[src/verilog/i2c_cfg_pkg.sv]
package i2c_cfg_pkg;

    // ~~~~~~~~~~~~~~~~~~~~~~~~~~~~~~~~~~~~~~~~~~~~~~~~
    // widths with a meaning
    // ~~~~~~~~~~~~~~~~~~~~~~~~~~~~~~~~~~~~~~~~~~~~~~~~
    typedef logic [7:0]  i2c_byte_t;     // one byte on the bus.
    typedef logic [6:0]  dev_addr_t;     // 7-bit slave address.
    typedef logic [23:0] cfg_word_t;     // {pad, dev, reg, data}.
    typedef logic [31:0] wb_data_t;
    typedef logic [5:0]  wb_addr_t;

    // ~~~~~~~~~~~~~~~~~~~~~~~~~~~~~~~~~~~~~~~~~~~~~~~~
    // host decode and table size
    // ~~~~~~~~~~~~~~~~~~~~~~~~~~~~~~~~~~~~~~~~~~~~~~~~
    localparam wb_addr_t  CFG_REG_ADDR  = 6'h3d;
    localparam i2c_byte_t CFG_WRITE_CMD = 8'h06;
    localparam int        INIT_COUNT    = 8;

    // ~~~~~~~~~~~~~~~~~~~~~~~~~~~~~~~~~~~~~~~~~~~~~~~~
    // state machines and shifter operations
    // ~~~~~~~~~~~~~~~~~~~~~~~~~~~~~~~~~~~~~~~~~~~~~~~~
    typedef enum logic [2:0] {
        ST_IDLE, ST_LOAD, ST_START, ST_ADDR, ST_REG, ST_DATA, ST_STOP, ST_ABORT
    } txn_state_t;

    typedef enum logic [1:0] {
        OP_START, OP_BYTE, OP_STOP
    } shift_op_t;

endpackage

[src/verilog/i2c_init_table.sv]
`timescale 1ns/100ps

module i2c_init_table (
    input  logic [2:0]             init_index_i,
    output i2c_cfg_pkg::cfg_word_t init_word_o
);

localparam i2c_cfg_pkg::dev_addr_t CODEC_ADDR = 7'h1a;

// ~~~~~~~~~~~~~~~~~~~~~~~~~~~~~~~~~~~~~~~~~~~~~~~~~
// power-up sequence for the codec
// ~~~~~~~~~~~~~~~~~~~~~~~~~~~~~~~~~~~~~~~~~~~~~~~~~
always_comb begin
    case (init_index_i)
        3'd0:    init_word_o = {1'b0, CODEC_ADDR, 8'h1e, 8'h00};  // soft reset.
        3'd1:    init_word_o = {1'b0, CODEC_ADDR, 8'h0c, 8'h10};  // power down outputs only.
        3'd2:    init_word_o = {1'b0, CODEC_ADDR, 8'h0e, 8'h02};  // i2s, 16 bit.
        3'd3:    init_word_o = {1'b0, CODEC_ADDR, 8'h10, 8'h00};  // normal mode sampling.
        3'd4:    init_word_o = {1'b0, CODEC_ADDR, 8'h08, 8'h12};  // dac select, mic muted.
        3'd5:    init_word_o = {1'b0, CODEC_ADDR, 8'h0a, 8'h00};  // no de-emphasis.
        3'd6:    init_word_o = {1'b0, CODEC_ADDR, 8'h00, 8'h17};  // line in at 0 dB.
        3'd7:    init_word_o = {1'b0, CODEC_ADDR, 8'h12, 8'h01};  // activate interface.
        default: init_word_o = '0;
    endcase
end

endmodule

[src/verilog/i2c_host_port.sv]
`timescale 1ns/100ps

module i2c_host_port (
    input  logic                   clock_76p8_mhz,
    input  logic                   reset_i,
    input  i2c_cfg_pkg::wb_addr_t  wbs_adr_i,
    input  i2c_cfg_pkg::wb_data_t  wbs_dat_i,
    input  logic                   wbs_we_i,
    input  logic                   wbs_stb_i,
    input  logic                   wbs_cyc_i,
    output logic                   wbs_ack_o,
    input  logic                   host_take_i,
    output logic                   host_pend_o,
    output i2c_cfg_pkg::cfg_word_t host_word_o
);

logic accept;

// a held-off write goes in on the same cycle the old one is taken.
assign accept = wbs_cyc_i && wbs_stb_i && wbs_we_i && !wbs_ack_o
                && (wbs_adr_i == i2c_cfg_pkg::CFG_REG_ADDR)
                && (wbs_dat_i[31:24] == i2c_cfg_pkg::CFG_WRITE_CMD)
                && (!host_pend_o || host_take_i);

always_ff @(posedge clock_76p8_mhz) begin
    if (reset_i) begin
        wbs_ack_o   <= 1'b0;
        host_pend_o <= 1'b0;
    end else begin
        wbs_ack_o <= accept;                // single pulse, strobe still high after it.
        if (accept) begin
            host_pend_o <= 1'b1;
        end else if (host_take_i) begin
            host_pend_o <= 1'b0;
        end
    end
end

// one-entry holding register.
always_ff @(posedge clock_76p8_mhz) begin
    if (accept) begin
        host_word_o <= wbs_dat_i[23:0];
    end
end

endmodule

[src/verilog/i2c_bit_timer.sv]
`timescale 1ns/100ps

module i2c_bit_timer #(
    parameter int PRESCALE = 48
) (
    input  logic clock_76p8_mhz,
    input  logic reset_i,
    input  logic tick_en_i,
    output logic tick_o
);

localparam int CW = $clog2(PRESCALE + 1);
localparam logic [CW-1:0] RELOAD = CW'(PRESCALE - 1);

logic [CW-1:0] count;
logic          tick_q;

// a tick left over from the last enabled cycle never leaks out.
assign tick_o = tick_q && tick_en_i;

always_ff @(posedge clock_76p8_mhz) begin
    if (reset_i || !tick_en_i) begin
        count  <= RELOAD;                   // restart on every enable.
        tick_q <= 1'b0;
    end else if (count == '0) begin
        count  <= RELOAD;
        tick_q <= 1'b1;
    end else begin
        count  <= count - 1'b1;
        tick_q <= 1'b0;
    end
end

endmodule

[src/verilog/i2c_byte_shifter.sv]
`timescale 1ns/100ps

module i2c_byte_shifter (
    input  logic                   clock_76p8_mhz,
    input  logic                   reset_i,
    input  logic                   op_req_i,
    input  i2c_cfg_pkg::shift_op_t op_i,
    input  i2c_cfg_pkg::i2c_byte_t tx_byte_i,
    output logic                   op_ack_o,
    output logic                   got_nack_o,
    output logic                   tick_en_o,
    input  logic                   tick_i,
    input  logic                   scl_i,
    output logic                   scl_t_o,
    input  logic                   sda_i,
    output logic                   sda_t_o
);

typedef enum logic [1:0] {SH_IDLE, SH_RUN, SH_ACK} sh_state_t;

sh_state_t              state;
i2c_cfg_pkg::shift_op_t op_q;
i2c_cfg_pkg::i2c_byte_t shift_q;
logic [1:0]             qph;            // quarter of the current bit.
logic [3:0]             bitn;           // 8 is the acknowledge bit.
logic                   scl_lvl;
logic                   sda_lvl;
logic                   last_q;
logic                   ack_bit;

assign tick_en_o = (state == SH_RUN);
assign ack_bit   = (op_q == i2c_cfg_pkg::OP_BYTE) && (bitn == 4'd8);
assign last_q    = (qph == 2'd3) && ((op_q != i2c_cfg_pkg::OP_BYTE) || ack_bit);

// ~~~~~~~~~~~~~~~~~~~~~~~~~~~~~~~~~~~~~~~~~~~~~~~~~
// line levels per quarter, 1 is released
// ~~~~~~~~~~~~~~~~~~~~~~~~~~~~~~~~~~~~~~~~~~~~~~~~~
always_comb begin
    case (op_q)
        i2c_cfg_pkg::OP_START: begin
            scl_lvl = (qph != 2'd3);
            sda_lvl = (qph < 2'd2);             // falls while scl is high.
        end
        i2c_cfg_pkg::OP_STOP: begin
            scl_lvl = (qph != 2'd0);
            sda_lvl = (qph >= 2'd2);            // rises while scl is high.
        end
        default: begin
            scl_lvl = (qph == 2'd1) || (qph == 2'd2);
            sda_lvl = ack_bit || shift_q[7];    // msb first, let go for the ack.
        end
    endcase
end

always_ff @(posedge clock_76p8_mhz) begin
    if (reset_i) begin
        state      <= SH_IDLE;
        qph        <= '0;
        bitn       <= '0;
        op_ack_o   <= 1'b0;
        got_nack_o <= 1'b0;
        scl_t_o    <= 1'b1;
        sda_t_o    <= 1'b1;
    end else begin
        case (state)
            SH_IDLE: begin
                if (op_req_i) begin
                    qph        <= '0;
                    bitn       <= '0;
                    got_nack_o <= 1'b0;
                    state      <= SH_RUN;
                end
            end
            SH_RUN: begin
                scl_t_o <= scl_lvl;
                sda_t_o <= sda_lvl;
                if (tick_i) begin
                    qph <= qph + 2'd1;
                    // mid high phase of the ninth clock.
                    if (ack_bit && qph == 2'd1) begin
                        got_nack_o <= sda_i || !scl_i;
                    end
                    if (last_q) begin
                        op_ack_o <= 1'b1;
                        state    <= SH_ACK;
                    end else if (qph == 2'd3) begin
                        bitn <= bitn + 4'd1;
                    end
                end
            end
            default: begin
                if (!op_req_i) begin
                    op_ack_o <= 1'b0;
                    state    <= SH_IDLE;
                end
            end
        endcase
    end
end

always_ff @(posedge clock_76p8_mhz) begin
    if (state == SH_IDLE && op_req_i) begin
        op_q    <= op_i;
        shift_q <= tx_byte_i;
    end else if (state == SH_RUN && tick_i && qph == 2'd3) begin
        shift_q <= {shift_q[6:0], 1'b0};
    end
end

endmodule

[src/verilog/i2c_txn_fsm.sv]
`timescale 1ns/100ps

module i2c_txn_fsm (
    input  logic                   clock_76p8_mhz,
    input  logic                   reset_i,
    input  logic                   init_start_i,
    input  logic                   host_pend_i,
    input  i2c_cfg_pkg::cfg_word_t host_word_i,
    output logic                   host_take_o,
    output logic [2:0]             init_index_o,
    input  i2c_cfg_pkg::cfg_word_t init_word_i,
    output logic                   op_req_o,
    output i2c_cfg_pkg::shift_op_t op_o,
    output i2c_cfg_pkg::i2c_byte_t tx_byte_o,
    input  logic                   op_ack_i,
    input  logic                   got_nack_i,
    output logic                   busy_o,
    output logic                   nack_o
);

i2c_cfg_pkg::txn_state_t state;
i2c_cfg_pkg::cfg_word_t  word_q;
i2c_cfg_pkg::dev_addr_t  dev_addr;
logic                    init_active;
logic                    src_host;
logic                    op_done;

assign dev_addr    = word_q[22:16];
assign op_done     = op_req_o && op_ack_i;
assign host_take_o = (state == i2c_cfg_pkg::ST_LOAD) && src_host;  // word is copied here.

// op and byte follow the state, so they stay put while op_req is up.
always_comb begin
    case (state)
        i2c_cfg_pkg::ST_START: op_o = i2c_cfg_pkg::OP_START;
        i2c_cfg_pkg::ST_STOP,
        i2c_cfg_pkg::ST_ABORT: op_o = i2c_cfg_pkg::OP_STOP;
        default:               op_o = i2c_cfg_pkg::OP_BYTE;
    endcase
    case (state)
        i2c_cfg_pkg::ST_ADDR: tx_byte_o = {dev_addr, 1'b0};  // write bit.
        i2c_cfg_pkg::ST_REG:  tx_byte_o = word_q[15:8];
        i2c_cfg_pkg::ST_DATA: tx_byte_o = word_q[7:0];
        default:              tx_byte_o = '0;
    endcase
end

always_ff @(posedge clock_76p8_mhz) begin
    if (state == i2c_cfg_pkg::ST_LOAD) begin
        word_q <= src_host ? host_word_i : init_word_i;
    end
end

always_ff @(posedge clock_76p8_mhz) begin
    if (reset_i) begin
        state        <= i2c_cfg_pkg::ST_IDLE;
        init_active  <= 1'b0;
        init_index_o <= '0;
        src_host     <= 1'b0;
        op_req_o     <= 1'b0;
        busy_o       <= 1'b0;
        nack_o       <= 1'b0;
    end else begin
        // a start during playback is dropped.
        if (init_start_i && !init_active) begin
            init_active  <= 1'b1;
            init_index_o <= '0;
        end

        case (state)
            i2c_cfg_pkg::ST_IDLE: begin
                if (host_pend_i || init_active || init_start_i) begin
                    src_host <= host_pend_i;        // host wins between transactions.
                    busy_o   <= 1'b1;
                    nack_o   <= 1'b0;
                    state    <= i2c_cfg_pkg::ST_LOAD;
                end
            end
            i2c_cfg_pkg::ST_LOAD: begin
                state <= i2c_cfg_pkg::ST_START;
            end
            default: begin
                // ~~~~~~~~~~~~~~~~~~~~~~~~~~~~~~~~~~~~~~~~~~~~~~~~~
                // one four-phase exchange per state
                // ~~~~~~~~~~~~~~~~~~~~~~~~~~~~~~~~~~~~~~~~~~~~~~~~~
                if (!op_req_o && !op_ack_i) begin
                    op_req_o <= 1'b1;
                end else if (op_done) begin
                    op_req_o <= 1'b0;
                    case (state)
                        i2c_cfg_pkg::ST_START: state <= i2c_cfg_pkg::ST_ADDR;
                        i2c_cfg_pkg::ST_ADDR:
                            state <= got_nack_i ? i2c_cfg_pkg::ST_ABORT : i2c_cfg_pkg::ST_REG;
                        i2c_cfg_pkg::ST_REG:
                            state <= got_nack_i ? i2c_cfg_pkg::ST_ABORT : i2c_cfg_pkg::ST_DATA;
                        i2c_cfg_pkg::ST_DATA:
                            state <= got_nack_i ? i2c_cfg_pkg::ST_ABORT : i2c_cfg_pkg::ST_STOP;
                        default: begin                  // stop done, transaction over.
                            state  <= i2c_cfg_pkg::ST_IDLE;
                            busy_o <= 1'b0;
                            if (state == i2c_cfg_pkg::ST_ABORT) begin
                                nack_o <= 1'b1;
                            end
                            if (!src_host && init_active) begin
                                if (init_index_o == 3'(i2c_cfg_pkg::INIT_COUNT - 1)) begin
                                    init_active <= 1'b0;
                                end else begin
                                    init_index_o <= init_index_o + 3'd1;
                                end
                            end
                        end
                    endcase
                end
            end
        endcase
    end
end

endmodule

[src/verilog/i2c_cfg_top.sv]
`timescale 1ns/100ps

module i2c_cfg_top #(
    parameter int PRESCALE = 48
) (
    input  logic                  clock_76p8_mhz,
    input  logic                  reset_i,
    input  logic                  init_start_i,

    input  i2c_cfg_pkg::wb_addr_t wbs_adr_i,
    input  i2c_cfg_pkg::wb_data_t wbs_dat_i,
    input  logic                  wbs_we_i,
    input  logic                  wbs_stb_i,
    input  logic                  wbs_cyc_i,
    output logic                  wbs_ack_o,

    input  logic                  scl_i,
    output logic                  scl_o,
    output logic                  scl_t_o,
    input  logic                  sda_i,
    output logic                  sda_o,
    output logic                  sda_t_o,

    output logic                  busy_o,
    output logic                  nack_o
);

logic                      host_take;
logic                      host_pend;
i2c_cfg_pkg::cfg_word_t    host_word;
logic [2:0]                init_index;
i2c_cfg_pkg::cfg_word_t    init_word;
logic                      op_req;
i2c_cfg_pkg::shift_op_t    op;
i2c_cfg_pkg::i2c_byte_t    tx_byte;
logic                      op_ack;
logic                      got_nack;
logic                      tick_en;
logic                      tick;

// open drain, the pins only ever pull low.
assign scl_o = 1'b0;
assign sda_o = 1'b0;

i2c_host_port host_port_i (
    .clock_76p8_mhz (clock_76p8_mhz),
    .reset_i        (reset_i),
    .wbs_adr_i      (wbs_adr_i),
    .wbs_dat_i      (wbs_dat_i),
    .wbs_we_i       (wbs_we_i),
    .wbs_stb_i      (wbs_stb_i),
    .wbs_cyc_i      (wbs_cyc_i),
    .wbs_ack_o      (wbs_ack_o),
    .host_take_i    (host_take),
    .host_pend_o    (host_pend),
    .host_word_o    (host_word)
);

i2c_init_table init_table_i (
    .init_index_i (init_index),
    .init_word_o  (init_word)
);

i2c_txn_fsm txn_fsm_i (
    .clock_76p8_mhz (clock_76p8_mhz),
    .reset_i        (reset_i),
    .init_start_i   (init_start_i),
    .host_pend_i    (host_pend),
    .host_word_i    (host_word),
    .host_take_o    (host_take),
    .init_index_o   (init_index),
    .init_word_i    (init_word),
    .op_req_o       (op_req),
    .op_o           (op),
    .tx_byte_o      (tx_byte),
    .op_ack_i       (op_ack),
    .got_nack_i     (got_nack),
    .busy_o         (busy_o),
    .nack_o         (nack_o)
);

i2c_bit_timer #(
    .PRESCALE (PRESCALE)
) bit_timer_i (
    .clock_76p8_mhz (clock_76p8_mhz),
    .reset_i        (reset_i),
    .tick_en_i      (tick_en),
    .tick_o         (tick)
);

i2c_byte_shifter byte_shifter_i (
    .clock_76p8_mhz (clock_76p8_mhz),
    .reset_i        (reset_i),
    .op_req_i       (op_req),
    .op_i           (op),
    .tx_byte_i      (tx_byte),
    .op_ack_o       (op_ack),
    .got_nack_o     (got_nack),
    .tick_en_o      (tick_en),
    .tick_i         (tick),
    .scl_i          (scl_i),
    .scl_t_o        (scl_t_o),
    .sda_i          (sda_i),
    .sda_t_o        (sda_t_o)
);

endmodule

[config.mk]
export PLATFORM = sky130hd
export DESIGN_NAME = i2c_cfg_top
export DESIGN_NICKNAME = d
export VERILOG_FILES = /design/src/verilog/i2c_cfg_pkg.sv /design/src/verilog/i2c_init_table.sv /design/src/verilog/i2c_host_port.sv /design/src/verilog/i2c_bit_timer.sv /design/src/verilog/i2c_byte_shifter.sv /design/src/verilog/i2c_txn_fsm.sv /design/src/verilog/i2c_cfg_top.sv
export SDC_FILE = /design/constraint.sdc
export NUM_CORES = 1
export LEC_CHECK = 0
export ABC_AREA = 1
export BUFFER_PORTS_ARGS = -buffer_cell sky130_fd_sc_hd__buf_2
export CAP_MARGIN = 20
export CORE_MARGIN = 2
export CORE_UTILIZATION = 62
export CTS_CLUSTER_SIZE = 30
export DETAILED_ROUTE_END_ITERATION = 10
export GPL_TIMING_DRIVEN = 0
export PLACE_DENSITY = 0.84
export RECOVER_POWER = 100
export SYNTH_ARGS = -nofsm -noshare
export SYNTH_HDL_FRONTEND = slang
export SYNTH_HIERARCHICAL = 1
export SYNTH_SLANG_ARGS = --single-unit
[constraint.sdc]
create_clock -name clock_76p8_mhz -period 4.15 [get_ports clock_76p8_mhz]
set_clock_uncertainty 0.2 [all_clocks]
set_input_delay 0.415 -clock clock_76p8_mhz [delete_from_list [all_inputs] [get_ports clock_76p8_mhz]]
set_output_delay 0.415 -clock clock_76p8_mhz [all_outputs]
set_load 0.02 [all_outputs]
==> impl_metrics.toml, run 1 <==
[timing]
final-setup-viol-count = 0
finalCriticalPeriod_ns = 2.90
tns_ns = 0
slew_headroom_pct = 38.4
fmax_mhz = 344
rsz0062_at_grt = "no"
slew_viol_final = 0
min_period_over_period_pct = 70.0
tightest_slew_ns = 0.921
hold_violations = 0

[floorplan]
rows = 30
start_util_pct = 64.6
fp.dieH_um = 88.3
ios = 53
design.die.area_mm2 = 0.00780
die_x_um = 88.3
core_area_mm2 = 0.00683

[route]
drtPass1Iterations = 4
met2WireLength_um = 4270
postRouteAntennaNets = 0
top_layer = "met4"
wirelength_um = 8130
drc = 0
post_drt_wl_per_cell_um = 11.7
drt_iter0_drc = 164
wl_met3_um = 329
wl_met1_um = 3400
vias = 3442
viasPerCell = 4.95

[critical_path]
crit_top_cell = "inv_1"
crit_slowest_cell = "o21ai_0"
critPathMaxFanout = 9
crit_path_start_kind = "register"
worstPathRequired_ns = 3.98
crit_type = "reg -> reg"
endpoint_kind = "register"
critPathMaxStageDelay_ns = 0.43
cp.arrival_ns = 2.73
cp_cell_sequence = "clkinv_1 -> nand2_1 -> inv_1 -> nand2_1 -> inv_1 -> inv_1 -> nor2_1 -> clkinvlp_2 -> o21ai_0 -> clkbuf_1"

[place]
io_buffer_count = 49
place_congestion = 0.844
hpwl_um = 6180

[yosys]
ys_warn_count = 6
syn_avg_cell_area_um2 = 8.51
synthesis.area_mm2 = 0.00441
synth_cells = 518

[final_layout]
diodes = 0
area.sequential_mm2 = 0.00232
nNetsFinal = 657
fill_cells = 555
area_delta_synth_final_pct = 12.5
multi_input_area_mm2 = 0.00168
drive_above_1_share_pct = 16.0

[power]
max-vdd-ir-drop_v = 0.000296
p_sw_uw = 769
clock_power_share_pct = 26.0
p_total_uw = 2320
power_density_mw_per_mm2 = 468
switching_share_pct = 33.2
total_leakage_power_uw = 0.00227
p_int_uw = 1550
comb_power_share_pct = 24.0
seq_power_share_pct = 50.0

[clock_tree]
cts_setup_buffers = 0
cts_hold_buf = 0
htreeDepth = 3
clock_latency_ns = 0.36
cts_tree = "yes"
cts_sinks = 88
cts_buffers = 9
clk_pin_slew_ns = 0.09
clock-root-buffer = "clkbuf_8"
cts_resized = 0
max-clock-path-buffers = 2

[status]
outcome = "completed"

[grt]
grt_pass1_wl_um = 13600
grt-ovfl-total = 0
grt_pass1_vias = 3256
grt_util_all_layers_pct = 22.6
grt_max_degree = 24
antenna_found_initial = 0

[run]
drv_cap = 0

[hold_path]
hold_path.class = "in -> reg"
state kept, by name, summed over array words and instances, names as in the netlist, 2 cells and up:
name                     flops
bit_timer_i/count            6
byte_shifter_i/bitn          4
byte_shifter_i/op_q          2
byte_shifter_i/qph           2
byte_shifter_i/shift_q       8
byte_shifter_i/state         2
host_port_i/host_word_o     23
txn_fsm_i/init_index_o       3
txn_fsm_i/state              3
txn_fsm_i/word_q            23
stage by stage:
stage          std cells  area [µm²]  util (%)  hold WS [ns]  setup slack, ns
2_1_floorplan        532        4460         -         0.165             1.98
3_5_place_dp         679        4850      71.0         0.179             1.68
5_1_grt              695        4960      72.6        0.0110            0.881
6_report             695        4960      72.6        0.0229             1.25
4_1_cts              695        5050      73.9        0.0142             1.67
3_3_place_gp         677        4830      70.7         0.173             1.54
final cells by class:
type / instances / area share, %
clock inverters: 7 / 1.56
multi-input cells: 359 / 33.8
flip-flops and latches: 88 / 46.8
plain buffers: 25 / 3.36
clock buffers: 9 / 2.50
inverters: 60 / 4.57
repair buffers: 51 / 4.97
well taps: 96 / 2.42
path summary, 6_finish.rpt:
path                                   startpoint                                   end  slack, ns  depth (start not counted)
max reg2reg  byte_shifter_i/state[1]$_SDFFE_PP0P_   byte_shifter_i/shift_q[3]$_DFFE_PP_       1.25                         10
min                                  wbs_dat_i[2]  host_port_i/host_word_o[2]$_DFFE_PP_       0.02                          1
min reg2reg       bit_timer_i/count[0]$_SDFF_PP1_       bit_timer_i/count[0]$_SDFF_PP1_       0.20                          1
max          byte_shifter_i/state[1]$_SDFFE_PP0P_   byte_shifter_i/shift_q[3]$_DFFE_PP_       1.25                         10
power groups by stage:
stage | clock network [µW] | registers, µW | logic [µW]
floorplan | 0 | 1180 | 427
global placement | 0 | 1180 | 558
detailed placement | 0 | 1190 | 603
CTS | 606 | 1170 | 606
global route | 641 | 1180 | 646
finish | 602 | 1160 | 557
metal layers:
metal | up-vias | GRT usage, %
met3 | 13 | 4.38
li1 | 1766 | -
met1 | 1570 | 25.8
met4 | 0 | 8.26
met2 | 93 | 41.8
met5 | - | 0
worst max-delay path: cells and delay by family (launching register included):
kind / cells / cell delay, ns
buf+inv: 6 / 1.02
simple gates: 3 / 0.58
flops: 1 / 0.34
compound gates: 1 / 0.43
cells in the final DEF (no fill, tap or decap), types with 2 or more instances in the layout:
| cell | count |
|---|---|
| nand2_1 | 191 |
| edfxtp_1 | 56 |
| inv_1 | 51 |
| buf_2 | 45 |
| nor2_1 | 44 |
| dfxtp_1 | 32 |
| nand3_1 | 30 |
| a21oi_1 | 19 |
| buf_4 | 17 |
| conb_1 | 17 |
| ha_1 | 17 |
| o21ai_0 | 13 |
| clkbuf_1 | 13 |
| clkbuf_8 | 9 |
| inv_2 | 5 |
| nor2_2 | 3 |
| nand3_2 | 3 |
| nor3_1 | 3 |
| clkinv_1 | 3 |
| inv_6 | 3 |
| o21ai_1 | 3 |
| nand2_2 | 2 |
| nand4_1 | 2 |
| xor2_1 | 2 |
| o211ai_1 | 2 |
No activity file was read; power rests on OpenSTA's default activity.
==> inputs of run 2 (changes only) <==
CORE_UTILIZATION = 52   (was 62)
PLACE_DENSITY = 0.75   (was 0.84)
clock period = 2.65 ns   (was 4.15 ns; I/O delays follow)
==> run 2 against run 1 <==
Against the previous run:
- worst setup slack got worse by 0.93 ns
- register-to-register slack got worse by 0.93 ns
- global-route usage decreased by 2.4 points
- power increased by 58%
- combinational power increased by 64%
- final area increased by 5.5%
- clock power increased by 56%
- flip-flop and latch count unchanged
- largest cell class unchanged
- highest routed layer unchanged
==> impl_metrics.toml, run 2 (synthesized netlist as in run 1, its figures left out) <==
[grt]
grt_max_degree = 24
antenna_found_initial = 0
grt_pass1_wl_um = 14200
grt_pass1_vias = 3356
grt_util_all_layers_pct = 20.2
grt-ovfl-total = 0

[final_layout]
top_regs = "host_port_i/host_word_o: 23 flops, txn_fsm_i/word_q: 23 flops, byte_shifter_i/shift_q: 8 flops"
final_cell_mix = "189 x nand2_1, 56 x edfxtp_1, 48 x inv_1"
final_core_util_pct = 63.7
nNetsFinal = 680
fill_cells = 679
final_common_cell = "nand2_1"
area_delta_synth_final_pct = 18.7
diodes = 0
drive_above_1_share_pct = 16.6

[timing]
tns_ns = 0
min_period_over_period_pct = 88.2
fmax_mhz = 428
final-setup-viol-count = 0
rsz0062_at_grt = "no"
slew_headroom_pct = 30.6
finalCriticalPeriod_ns = 2.34
tightest_slew_ns = 1.04
slew_viol_final = 0
hold_violations = 0

[route]
post_drt_wl_per_cell_um = 11.7
wirelength_um = 8470
viasPerCell = 4.76
drtPass1Iterations = 4
vias = 3459
drc = 0
drt_iter0_drc = 145
postRouteAntennaNets = 0

[floorplan]
fp.dieH_um = 96.1
core_area_mm2 = 0.00822
die_x_um = 96.1
design.die.area_mm2 = 0.00923
rows = 33
start_util_pct = 53.7
ios = 53

[power]
p_sw_uw = 1220
comb_power_share_pct = 24.8
seq_power_share_pct = 49.6
switching_share_pct = 33.1
power_density_mw_per_mm2 = 702
total_leakage_power_uw = 0.00235
max-vdd-ir-drop_v = 0.000402
p_int_uw = 2460
clock_power_share_pct = 25.6

[place]
hpwl_um = 5920
io_buffer_count = 49
place_congestion = 0.787

[run]
drv_cap = 0

[clock_tree]
cts_sinks = 88
clock-root-buffer = "clkbuf_8"
clk_pin_slew_ns = 0.09
clock_latency_ns = 0.37
cts_buffers = 9
cts_tree = "yes"
htreeDepth = 3
max-clock-path-buffers = 2

[hold_path]
hold_path.class = "in -> reg"

[critical_path]
worstPathRequired_ns = 2.44
crit_type = "reg -> reg"
endpoint_kind = "register"
crit_path_start_kind = "register"
rrSetupSlack_ns = 0.31
critPathMaxFanout = 20
cp.arrival_ns = 2.13

[status]
outcome = "completed"
[run 2: path summary, 6_finish.rpt]
kind,startpoint,cells after the start,end
min,scl_i,4,byte_shifter_i/got_nack_o$_SDFFE_PP0P_
max,txn_fsm_i/state[0]$_SDFFE_PP0P_,3,txn_fsm_i/word_q[14]$_DFFE_PP_
min reg2reg,bit_timer_i/count[0]$_SDFF_PP1_,1,bit_timer_i/count[0]$_SDFF_PP1_
max reg2reg,txn_fsm_i/state[0]$_SDFFE_PP0P_,3,txn_fsm_i/word_q[14]$_DFFE_PP_
[run 2: worst max-delay path: stages (launching register included)]
cell      delay, ns
dfxtp_1        0.48
inv_1          0.17
nor2_1         0.29
clkbuf_1       0.81
[run 2: layer usage]
layer  part of all wire [%]  track usage, %
met5                      0               0
met4                    1.3            8.21
met3                    3.2            4.62
met2                     54            37.6
met1                     41            21.8
[run 2: power by group through the flow]
stage                     sequential, µW  combinational [µW]  clock, µW
final                               1820                 911        941
after detailed placement            1860                 930          0
after global routing                1850                1050       1020
after CTS                           1830                 963        964
after floorplan                     1850                 668          0
after global placement              1850                 870          0
[run 2: what timing repair did]
action | 4_1_cts | 5_1_grt
gates cloned | 0 | 0
setup endpoints to repair | 8 | 2
endpoints found under the hold margin | 25 | 0
setup buffers | 0 | 0
gates resized for setup | 1 | 1
hold buffers | 24 | 0
[run 2: layout make-up]
| type | count | area (µm²) | area share (%) |
|---|---|---|---|
| plain buffers | 25 | 166 | 3.18 |
| clock buffers | 9 | 124 | 2.37 |
| clock inverters | 7 | 77.6 | 1.48 |
| inverters | 60 | 231 | 4.42 |
| multi-input cells | 359 | 1700 | 32.5 |
| flip-flops and latches | 88 | 2320 | 44.4 |
| well taps | 105 | 131 | 2.51 |
| repair buffers | 74 | 482 | 9.20 |
[run 2: stage by stage]
stage	cells	total power [µW]	area (µm²)	setup slack (ns)	hold WS, ns
after floorplan	532	2520	4460	0.482	0.127
after global placement	686	2720	4840	0.106	0.174
after detailed placement	687	2790	4860	0.00951	0.178
after CTS	727	3750	5300	0.174	0.0371
after global routing	727	3920	5240	0.142	0.0685
final	727	3670	5240	0.312	0.0552
